**src/hw/scu_dsp_pkg.sv**
```systemverilog
package scu_dsp_pkg;
	localparam int NUM_BANKS = 4;
	localparam int BANK_DEPTH = 64;

	typedef logic [31:0] dsp_word_t;
	typedef logic [47:0] acc_t;	// ACH(16) and ACL(32), PH(16) and PL(32)
	typedef logic [5:0] ct_t;
	typedef logic [1:0] bank_sel_t;
	typedef logic [7:0] inst_addr_t;

	typedef enum logic [3:0] {
		ALU_NOP = 4'h0, ALU_AND = 4'h1, ALU_OR = 4'h2, ALU_XOR = 4'h3,
		ALU_ADD = 4'h4, ALU_SUB = 4'h5, ALU_AD2 = 4'h6, ALU_SR = 4'h8,
		ALU_RR = 4'h9, ALU_SL = 4'hA, ALU_RL = 4'hB, ALU_RL8 = 4'hF
	} alu_op_t;

	typedef enum logic [2:0] {X_NOP = 3'b000, X_MUL_P = 3'b010, X_MOV_P = 3'b011,
		X_MOV_X = 3'b100} x_op_t;
	typedef enum logic [2:0] {Y_NOP = 3'b000, Y_CLR_A = 3'b001, Y_ALU_A = 3'b010,
		Y_MOV_A = 3'b011, Y_MOV_Y = 3'b100} y_op_t;
	typedef enum logic [1:0] {D1_NOP = 2'b00, D1_IMM = 2'b01, D1_MOV = 2'b11} d1_op_t;

	// Operation command field positions
	localparam int CLASS_LSB = 30;
	localparam logic [1:0] CLASS_OPERATION = 2'b00;
	localparam int ALU_OP_LSB = 26;
	localparam int X_OP_LSB = 23;
	localparam int X_INC_BIT = 22;
	localparam int X_SRC_LSB = 20;
	localparam int Y_OP_LSB = 17;
	localparam int Y_INC_BIT = 16;
	localparam int Y_SRC_LSB = 14;
	localparam int D1_OP_LSB = 12;
	localparam int D1_DST_LSB = 8;
	localparam int D1_SRC_LSB = 0;
	localparam int IMM_LSB = 0;

	// Bank sources are 0xxx with bit 2 as increment
	localparam logic [3:0] D1_SRC_NONE = 4'b1000;
	localparam logic [3:0] D1_SRC_ACL = 4'b1001;
	localparam logic [3:0] D1_SRC_ACH = 4'b1010;
	localparam logic [3:0] D1_SRC_IMM = 4'b1100;	// Internal code, not an instruction value
endpackage
```
**src/hw/dsp_bank_if.sv**
```systemverilog
`timescale 1ns/10ps

interface dsp_bank_if import scu_dsp_pkg::*; ();
	logic load_ct;	// CT takes D1
	logic inc_ct;	// Merged increment request
	logic load_md;	// RAM takes D1
	dsp_word_t q;	// Word at the current bank address

	modport ctrl (output load_ct, output inc_ct, output load_md);

	modport bank (input load_ct, input inc_ct, input load_md, output q);

	modport drain (input q);
endinterface

```
**src/hw/data_bank.sv**
```systemverilog
`timescale 1ns/10ps

module data_bank import scu_dsp_pkg::*; #(
	parameter int BANK_DEPTH = 64
) (
	input logic CLOCK,
	input logic RESET_N,
	dsp_bank_if.bank bank,
	input dsp_word_t d1,
	input logic host_sel,
	input logic host_write,
	input ct_t host_addr,
	input dsp_word_t host_wdata
);
	dsp_word_t ram [BANK_DEPTH];
	ct_t ct;
	ct_t addr;

	assign addr = host_sel ? host_addr : ct;	// Host owns the bank during a transfer
	assign bank.q = ram[addr];

	always_ff @(posedge CLOCK) begin
		if (!RESET_N)
			ct <= '0;
		else if (bank.load_ct)
			ct <= d1[$bits(ct_t)-1:0];	// Load beats increment
		else if (bank.inc_ct)
			ct <= ct + 1'b1;
	end

	always_ff @(posedge CLOCK) begin
		if (host_sel && host_write)
			ram[addr] <= host_wdata;
		else if (bank.load_md && !host_sel)
			ram[addr] <= d1;
	end
endmodule

```
**src/flat_wrapper.sv**
```systemverilog
// flat-port wrapper written by rule: the top's interface ports become plain ports
module data_bank_flat import scu_dsp_pkg::*;
#(
	parameter int BANK_DEPTH = 64
)
  (CLOCK, RESET_N, d1, host_sel, host_write, host_addr, host_wdata, bank_load_ct, bank_inc_ct, bank_load_md, bank_q);
  dsp_bank_if bank_i ();
  input logic CLOCK;
  input logic RESET_N;
  input dsp_word_t d1;
  input logic host_sel;
  input logic host_write;
  input ct_t host_addr;
  input dsp_word_t host_wdata;
  input wire logic [$bits(bank_i.load_ct)-1:0] bank_load_ct;
  input wire logic [$bits(bank_i.inc_ct)-1:0] bank_inc_ct;
  input wire logic [$bits(bank_i.load_md)-1:0] bank_load_md;
  output wire logic [$bits(bank_i.q)-1:0] bank_q;
  assign bank_i.load_ct = bank_load_ct;
  assign bank_i.inc_ct = bank_inc_ct;
  assign bank_i.load_md = bank_load_md;
  assign bank_q = bank_i.q;
  data_bank #(.BANK_DEPTH(BANK_DEPTH)) u_core (.CLOCK(CLOCK), .RESET_N(RESET_N), .bank(bank_i), .d1(d1), .host_sel(host_sel), .host_write(host_write), .host_addr(host_addr), .host_wdata(host_wdata));
endmodule
```
**config.mk**
```make
export PLATFORM = sky130hd
export DESIGN_NAME = data_bank_flat
export DESIGN_NICKNAME = d
export VERILOG_FILES = /design/src/hw/scu_dsp_pkg.sv /design/src/hw/dsp_bank_if.sv /design/src/hw/data_bank.sv /design/src/flat_wrapper.sv
export SDC_FILE = /design/constraint.sdc
export NUM_CORES = 2
export LEC_CHECK = 0
export BUFFER_PORTS_ARGS = -buffer_cell sky130_fd_sc_hd__buf_2
export CORE_MARGIN = 2
export CORE_UTILIZATION = 30
export CTS_CLUSTER_DIAMETER = 100
export DETAILED_ROUTE_END_ITERATION = 10
export PLACE_DENSITY = 0.45
export SETUP_SLACK_MARGIN = 0.4
export SLEW_MARGIN = 20
export SYNTH_ARGS = -nofsm -noshare
export SYNTH_HDL_FRONTEND = slang
export SYNTH_SLANG_ARGS = --single-unit
export TNS_END_PERCENT = 20
```
**constraint.sdc**
```tcl
create_clock -name CLOCK -period 9.01 [get_ports CLOCK]
set_input_delay 0.901 -clock CLOCK [delete_from_list [all_inputs] [get_ports CLOCK]]
set_output_delay 0.901 -clock CLOCK [all_outputs]
set_load 0.02 [all_outputs]
```
==> results.md <==
* Setup Crit Path Kind: input port to primary output
* Most used DFF post-synth: edfxtp_1
* Max Cap Violations at 0
* Synth top area share at 77.25%
* Final Hold Viols at 0
* Required @ worst endpoint at 8110 ps
* Area growth from synthesis to layout at 15.28%
* Clock Tree Buf Depth at 3
* Setup WS pre-CTS at 2946 ps
* Initial drt markers at 4877
* Vias per cell at 5.143
* Overall Global Routing Usage at 19.11%
* Synth top area cells: edfxtp_1 (77%), mux2i_1 (8.1%), nand2_1 (3.8%)
* Fin crit share at 68.64%
* Routed vias at 46043
* Number of synthesized flops with an enable pin at 2048
* CTS tree: done
* # rows at 189
* Cell area after synthesis at 0.07961 mm²
* First-pass GRT wire length at 364.6 mm
* Io pins at 109
* DIE AREA at 0.2695 mm²
* Fmax at 161.7 MHz
* Post-synth ARST share at 0%
* Post-synthesis cell type count at 38
* DP HPWL at 142.2 mm
* RSZ-0062 raised after global routing: no
* Worst setup margin at 2826 ps
* Final slew viol count at 0
* Worst VDD drop at 184.9 µV
* Setup TNS at 0 ps
* Core area at 0.2646 mm²
* RePlAce Congestion at 0.7797
* Worst slew margin at 19.67%
* Postcts setup bufs at 0
* Layout cells sized above 1 at 12.08%
* Initial Util at 30.08%
* Nets@finish at 5302
* Gr ovfl total at 0
* Post-Synthesis Cells at 5060
* Leak at 29.76 nW
* Die Y at 519.1 µm
* Initial antenna violation count at 16
* Worst Tran Pin Value at 1192 ps
* Num CTS Buffers at 211
* CTS clock-pin slew for the worst setup and hold paths at 60 ps
* Final setup fails at 0
* YS warnings at 0
* #FFs+latches synth at 2054
* DRC viols at 0
* Pre-antenna DRT Iters at 5
* Period minus WS final at 6184 ps
* Syn nets at 5138
* Syn_area_per_cell at 15.73 µm²
* # port buffers at 108
* Final Routed Wirelength at 264.7 mm
* Hold Path Class: input port to flop
* TritonCTS Sinks at 2054
* Wire per inst at 29.56 µm
* Util after Layout at 34.68%
* Crit-path max FO at 131
* Status: finished, final reports clean
* Htree depth at 4
* Worst setup EP type: primary output
* Sequential share of the synthesized area at 77.40%
* Dominant cell type by area after synthesis: edfxtp_1
* Number of global-route vias before repair at 44559
* DIE WIDTH at 519.1 µm
* Pwr dens at 224.5 mW/mm²
* Root Buffer: clkbuf_16
* Cts hold-fix bufs at 0
* CP Launch Type: input port
* Insertion delay to the later sink of the worst-skew pair at 850 ps
* Largest net degree at the start of global routing at 140
* Post-CTS Resized at 0
* Arrival @ worst endpoint at 5280 ps
* Remaining antenna violation count at 0
* Layout Skew at 15.67 ps
## worst paths after layout
kind           startpoint            endpoint  slack, ps  depth (start not counted)
max reg2reg  u_core.ct[2]  u_core.ram[29][30]       4620                          6
min reg2reg  u_core.ct[4]        u_core.ct[4]        750                          3
max              host_sel          bank_q[28]       2830                         10
min               RESET_N        u_core.ct[0]        320                          2
## critical path: stages
cell	delay, ps
buf_2	470
mux2_8	720
buf_12	610
buf_4	620
mux2i_1	250
o22ai_1	100
o21ai_0	210
o2111ai_1	300
or3_1	450
buf_2	180
## logic make-up after synthesis
family          share of synthesized area (%)
fa+ha+maj                             0.01571
mux                                     8.571
xor+xnor                              0.05501
compound gates                          6.714
buf+inv                                 1.840
flops                                   77.40
simple gates                            5.400
## cells in the mapped netlist (all sizes together) (7+ instances only)
library cell  number
nand2            808
nand4              7
or3               19
buf              148
edfxtp          2048
nor2              70
mux2i            643
and2               7
a21oi            386
or4               21
clkbuf           164
o22ai            325
nor4              96
mux2              34
o21ai            247
## final cells by class
cell class / count / area [µm²]
Clock buffer: 276 / 5567
Antenna cell: 24 / 60.06
Multi-Input combinational cell: 2689 / 17100
Clock inverter: 109 / 934.6
Fill cell: 25230 / 172800
Sequential cell: 2054 / 61620
Tap cell: 3533 / 4420
Timing Repair Buffer: 263 / 2052
Inverter: 5 / 18.77
## registers in the layout (all words and copies together), names as in the netlist
name	count
u_core.ct	6
u_core.ram	2048
## layer usage
metal  track usage [%]  vias up  routed length (µm)
met5                 0        -                   0
met4             4.564        0                5569
met3             2.102      298               13870
met2             30.33     1475              123300
met1             27.95    24387              122000
li1                  -    19883                   -
## cell usage in the layout (no fill, tap or decap), types with 4 or more instances in the layout
master	n
edfxtp_1	2048
nand2_1	805
mux2i_1	642
a21oi_1	385
o22ai_1	325
o21ai_0	225
clkbuf_16	213
buf_4	129
buf_2	108
nor4_1	96
nor2_4	68
clkbuf_1	63
clkinv_1	45
clkinv_2	36
mux2_2	31
diode_2	24
buf_12	23
o21ai_1	22
or4_1	21
or3_1	19
bufinv_16	10
nand4_1	7
clkinv_8	7
o2111ai_1	6
and2_1	6
dfxtp_1	6
inv_1	5
xnor2_1	4
## report_power, final
group | total, mW | switching (mW) | internal [mW]
sequential | 10.7 | 0.0120 | 10.6
clock | 8.39 | 3.76 | 4.64
combinational | 1.56 | 1.14 | 0.419
## per-stage QoR
stage	cell area, µm²	hold slack [ps]	std cells	power, mW
floorplan	79610	660.8	5060	11.77
global placement	85100	733.3	8540	12.42
detailed placement	85210	745.8	8544	12.43
CTS	91710	265.2	8929	20.76
global route	91770	295.3	8951	21.22
finish	91770	317.5	8953	20.60
Power figures use the tool's default switching activity.
