$ cat config.mk
export PLATFORM = sky130hd
export DESIGN_NAME = dsp_datapath
export DESIGN_NICKNAME = d
export VERILOG_FILES = /design/src/hw/scu_dsp_pkg.sv /design/src/hw/dsp_datapath.sv /design/src/hw/dsp_alu.sv
export SDC_FILE = /design/constraint.sdc
export NUM_CORES = 2
export LEC_CHECK = 0
export BUFFER_PORTS_ARGS = -buffer_cell sky130_fd_sc_hd__buf_2
export CORE_ASPECT_RATIO = 1.25
export CORE_UTILIZATION = 50
export CTS_CLUSTER_SIZE = 40
export DETAILED_ROUTE_END_ITERATION = 12
export GPL_TIMING_DRIVEN = 0
export PLACE_DENSITY_LB_ADDON = 0.3
export SLEW_MARGIN = 5
export SYNTH_ARGS = -nofsm -noshare
export SYNTH_HDL_FRONTEND = slang
export SYNTH_HIERARCHICAL = 1
export SYNTH_SLANG_ARGS = --single-unit
$ cat constraint.sdc
create_clock -name CLOCK -period 9.4 [get_ports CLOCK]
set_input_delay 0 -clock CLOCK [delete_from_list [all_inputs] [get_ports CLOCK]]
set_output_delay 0 -clock CLOCK [all_outputs]
set_load 0.02 [all_outputs]
$ cat src/hw/scu_dsp_pkg.sv
package scu_dsp_pkg;
	localparam int NUM_BANKS = 4;
	localparam int BANK_DEPTH = 64;

	typedef logic [31:0] dsp_word_t;
	typedef logic [47:0] acc_t;	// ACH(16) and ACL(32), PH(16) and PL(32)
	typedef logic [5:0] ct_t;
	typedef logic [1:0] bank_sel_t;
	typedef logic [7:0] inst_addr_t;

	typedef enum logic [3:0] {
		ALU_NOP = 4'h0, ALU_AND = 4'h1, ALU_OR = 4'h2, ALU_XOR = 4'h3,
		ALU_ADD = 4'h4, ALU_SUB = 4'h5, ALU_AD2 = 4'h6, ALU_SR = 4'h8,
		ALU_RR = 4'h9, ALU_SL = 4'hA, ALU_RL = 4'hB, ALU_RL8 = 4'hF
	} alu_op_t;

	typedef enum logic [2:0] {X_NOP = 3'b000, X_MUL_P = 3'b010, X_MOV_P = 3'b011,
		X_MOV_X = 3'b100} x_op_t;
	typedef enum logic [2:0] {Y_NOP = 3'b000, Y_CLR_A = 3'b001, Y_ALU_A = 3'b010,
		Y_MOV_A = 3'b011, Y_MOV_Y = 3'b100} y_op_t;
	typedef enum logic [1:0] {D1_NOP = 2'b00, D1_IMM = 2'b01, D1_MOV = 2'b11} d1_op_t;

	// Operation command field positions
	localparam int CLASS_LSB = 30;
	localparam logic [1:0] CLASS_OPERATION = 2'b00;
	localparam int ALU_OP_LSB = 26;
	localparam int X_OP_LSB = 23;
	localparam int X_INC_BIT = 22;
	localparam int X_SRC_LSB = 20;
	localparam int Y_OP_LSB = 17;
	localparam int Y_INC_BIT = 16;
	localparam int Y_SRC_LSB = 14;
	localparam int D1_OP_LSB = 12;
	localparam int D1_DST_LSB = 8;
	localparam int D1_SRC_LSB = 0;
	localparam int IMM_LSB = 0;

	// Bank sources are 0xxx with bit 2 as increment
	localparam logic [3:0] D1_SRC_NONE = 4'b1000;
	localparam logic [3:0] D1_SRC_ACL = 4'b1001;
	localparam logic [3:0] D1_SRC_ACH = 4'b1010;
	localparam logic [3:0] D1_SRC_IMM = 4'b1100;	// Internal code, not an instruction value
endpackage
$ cat src/hw/dsp_datapath.sv
`timescale 1ns/10ps

module dsp_datapath import scu_dsp_pkg::*; (
	input logic CLOCK,
	input logic RESET_N,
	input dsp_word_t x_bus,
	input dsp_word_t y_bus,
	input dsp_word_t d1_bus,
	input logic x_to_rx,
	input logic d1_to_rx,
	input logic load_ry,
	input logic mul_to_p,
	input logic x_to_pl,
	input logic d1_to_pl,
	input logic clr_a,
	input logic alu_to_a,
	input logic y_to_acl,
	input alu_op_t alu_op,
	output acc_t acc
);
	dsp_word_t rx;
	dsp_word_t ry;
	acc_t p;
	acc_t a;
	acc_t alu_res;
	logic [63:0] product;

	assign product = 64'(rx) * 64'(ry);
	assign acc = a;

	always_ff @(posedge CLOCK) begin
		if (!RESET_N) begin
			rx <= '0;
			ry <= '0;
			p <= '0;
			a <= '0;
		end else begin
			if (x_to_rx)
				rx <= x_bus;	// X field wins over D1
			else if (d1_to_rx)
				rx <= d1_bus;
			if (load_ry)
				ry <= y_bus;
			if (mul_to_p)
				p <= product[47:0];
			else if (x_to_pl)
				p <= {16'h0000, x_bus};	// PH cleared
			else if (d1_to_pl)
				p <= {16'h0000, d1_bus};
			if (clr_a)
				a <= '0;
			else if (alu_to_a)
				a <= alu_res;
			else if (y_to_acl)
				a <= {16'h0000, y_bus};	// ACH cleared
		end
	end

	dsp_alu u_alu (
		.a(a),
		.p(p),
		.op(alu_op),
		.result(alu_res)
	);
endmodule

$ cat src/hw/dsp_alu.sv
`timescale 1ns/10ps

module dsp_alu import scu_dsp_pkg::*; (
	input acc_t a,
	input acc_t p,
	input alu_op_t op,
	output acc_t result
);
	dsp_word_t acl;
	dsp_word_t pl;

	assign acl = a[31:0];
	assign pl = p[31:0];

	// 32-bit results leave the top 16 bits clear
	always_comb begin
		case (op)
			ALU_AND: result = {16'h0000, acl & pl};
			ALU_OR: result = {16'h0000, acl | pl};
			ALU_XOR: result = {16'h0000, acl ^ pl};
			ALU_ADD: result = {16'h0000, acl + pl};
			ALU_SUB: result = {16'h0000, acl - pl};
			ALU_AD2: result = a + p;	// Full 48 bits
			ALU_SR: result = {16'h0000, acl[31], acl[31:1]};	// Sign kept
			ALU_RR: result = {16'h0000, acl[0], acl[31:1]};
			ALU_SL: result = {16'h0000, acl[30:0], 1'b0};
			ALU_RL: result = {16'h0000, acl[30:0], acl[31]};
			ALU_RL8: result = {16'h0000, acl[23:0], acl[31:24]};
			default: result = a;	// NOP and unused codes
		endcase
	end
endmodule

==> impl_metrics.py <==
metrics = {
    "placed_design": {
        "gp_congestion": 1.09,
        "portBuffers": 150,
        "pre_cts_slack_ps": 515,
        "place_hpwl_mm": 146,
    },
    "detailed_routing": {
        "routed_via_density": 5.99,
        "first_pass_iters": 9,
        "dr_total_vias": 38100,
        "first_iter_violations": 3400,
        "routedWlPerCell_um": 27.7,
        "drtAntennaViolNets": 0,
        "drc": 0,
        "routed_wl_mm": 177,
    },
    "worst_setup_path": {
        "crit_family": "adder cells",
        "crit_type": "flip-flop to flip-flop",
        "max_stage_delay_ps": 990,
        "critPathCaptureType": "flip-flop",
        "cp_num_buf_inv": 6,
        "crit_slowest_cell": "a211oi_1",
        "arrival_ps": 9740,
        "startpoint_type": "flip-flop",
        "crit_path_max_fanout": 10,
        "path_common_cell": "fa_1",
        "cp_cell_sequence": "clkdlybuf4s15_1 > nand2_1 > fa_1 > inv_1 > fa_1 > fa_1 > inv_1 > fa_1 > inv_1 > fa_1 > inv_1 > fa_1 > inv_1 > fa_1 > fa_1 > ha_1 > a21oi_1 > nand2_1 > a211oi_1 > nor3_1 > o31a_1 > o31ai_1 > mux2i_1 > nand2_1",
        "required_ps": 9790,
    },
    "power_and_ir_drop": {
        "p_leak_nw": 21.9,
        "peakVddDrop_v": 0.000106,
        "power.density_nw_per_um2": 118,
    },
    "yosys": {
        "synthArstFlopShare_pct": 0,
        "yosys_most_used_dff": "dfxtp_1",
        "synth_mux_area_share_pct": 2.70,
        "synthCells": 4993,
        "synth-compound-area-share_pct": 11.9,
        "synth.ff_latch_count": 160,
        "synth.avg_cell_area_um2": 8.47,
        "synth_fa_ha_area_share_pct": 45.5,
        "yosysWarnings": 6,
        "synth_top_family_by_area": "adder cells",
        "seq_area_frac_synth_pct": 7.57,
        "syn_area_um2": 42300,
        "yosys.area_share.simple_pct": 18.8,
        "syn-num-nets": 6172,
        "yosys.area_share.xor_xnor_pct": 3.25,
        "synth-edff-count": 0,
        "synth_cell_type_count": 87,
    },
    "clocking": {
        "cts_made_buffers": 25,
        "ctsLongestPathBuffers": 3,
        "post_cts_buffers": 0,
        "clock-root-buffer": "clkbuf_16",
        "clock_latency_ps": 520,
        "cts.clk_slew.worst_paths_ps": 80,
        "cts.sinks": 160,
        "h-tree-depth": 4,
        "tritoncts": "built",
    },
    "final_layout": {
        "mostFrequentLayoutCell": "inv_1",
        "num-fill-cells": 7830,
        "register_area_um2": 3200,
        "layout-drive-gt1-share_pct": 4.23,
        "final_cell_mix": "inv_1, fa_1, nand2_1, and2_1, ha_1",
        "multiInputGateArea_um2": 34700,
        "area_delta_synth_final_pct": 9.15,
        "final_nets": 6450,
    },
    "floorplanning": {
        "rows": 118,
        "dieArea_um2": 85800,
        "die_w_um": 262,
        "chipHeight_um": 327,
        "core-area_um2": 83300,
        "pin_count": 159,
        "initial_utilization_pct": 50.8,
    },
    "timing": {
        "fmax_mhz": 107,
        "rsz0062_at_grt": "false",
        "skew_ps": 26.7,
        "finalSetupTns_ps": 0,
        "slew_viol_final": 0,
        "finalCritPeriodShare_pct": 99.4,
        "tightest_slew_ps": 1320,
        "setup_slack_ps": 54.2,
        "hold_viol_final": 0,
        "max-slew-margin-rel_pct": 12.0,
        "finalSetupViolCount": 0,
        "fin_crit_ps": 9350,
    },
    "global_routing": {
        "gr-usage-all-layers_pct": 41.6,
        "antenna_found_initial": 12,
        "grt_max_degree": 17,
        "grt_pass1_wl_mm": 256,
        "grt_pass1_vias": 39400,
        "gr-total-overflow": 0,
    },
    "run": {
        "cap_violations": 0,
    },
    "run_status": {
        "status": "completed",
    },
    "worst_hold_path": {
        "hp-class": "input port to flip-flop",
    },
}
-- worst paths after layout --
path | start | to | slack, ps | cells after the start
worst max-delay path | ry[8]$_SDFFE_PN0P_ | p[41]$_SDFFE_PN0P_ | 50 | 24
worst min-delay path | d1_bus[20] | rx[20]$_SDFFE_PN0P_ | 20 | 4
worst max register to register | ry[8]$_SDFFE_PN0P_ | p[41]$_SDFFE_PN0P_ | 50 | 24
worst min register to register | p[47]$_SDFFE_PN0P_ | p[47]$_SDFFE_PN0P_ | 460 | 2
-- per-stage QoR --
stage	power, W	hold slack, ps	utilization [%]	cells	area, µm²
global placement	0.00440	274	53.3	6223	44400
global route	0.00580	73.4	55.4	6358	46100
detailed placement	0.00444	300	53.3	6224	44400
floorplan	0.00323	170	-	4993	42300
finish	0.00545	21.5	55.4	6366	46200
CTS	0.00536	2.94	55.4	6357	46100
-- kinds of logic (layout without fill, tap and decap cells) --
| family | Yosys count | after routing |
|---|---|---|
| compound gates | 749 | 749 |
| xor+xnor | 157 | 157 |
| mux | 114 | 114 |
| other cells | 0 | 9 |
| fa+ha+maj | 1068 | 1068 |
| simple gates | 1591 | 1591 |
| flops | 160 | 160 |
| buf+inv | 1154 | 1438 |
-- where the power goes --
group          switching [W]  total, W  internal, W
clock network       0.000334  0.000860     0.000527
logic                0.00232   0.00368      0.00136
registers           0.000155  0.000912     0.000756
total                0.00281   0.00545      0.00264
-- registers in the layout, indices dropped and copies added (netlist names) --
register,flops
acc,48
p,48
rx,32
ry,32
-- area by class of cell --
class / count / share of cell area, %
diodes: 9 / 0.0488
plain buffers: 305 / 2.56
clock buffers: 29 / 1.45
clock inverters: 4 / 0.108
inverters: 849 / 6.90
multi-input cells: 3679 / 75.2
flip-flops and latches: 160 / 6.94
well taps: 1080 / 2.93
repair buffers: 251 / 3.82
-- repair_timing --
item / in CTS / in global routing
gates resized for setup: 0 / 2
hold endpoints to repair: 99 / 0
hold buffers: 100 / 0
setup endpoints to repair: 0 / 1
-- tightest hold or removal path, delay by kind of cell --
| kind | cells | cell delay [ps] |
|---|---|---|
| compound gates | 1 | 150 |
| buf+inv | 1 | 150 |
| mux | 1 | 90 |
| simple gates | 1 | 120 |
-- cells in the mapped netlist, types with 35 or more instances --
cell type    n  share of area [%]
fa_1       781                 37
ha_1       287                8.5
dfxtp_1    160                7.6
inv_1      849                7.5
xnor2_1    117                2.4
nor2b_1     66               0.98
and2_1     558                8.3
o21ai_0    146                1.7
nand2_1    590                5.2
nor2_1     203                1.8
a21o_1      48               0.85
clkbuf_1   275                2.4
xor2_1      40               0.83
a221oi_1    38               0.79
a21oi_1    208                2.5
nor3_1      35               0.41
mux2i_1    112                2.7
-- per-layer routing --
layer	share of wire [%]	vias to the layer above	global-route usage, %
li1	-	16300	-
met1	34	18900	46.6
met2	46	2210	66.7
met3	8.2	729	7.03
met4	12	4	39.1
met5	0.014	-	0
Note: power is estimated with default switching activity, not from simulation.
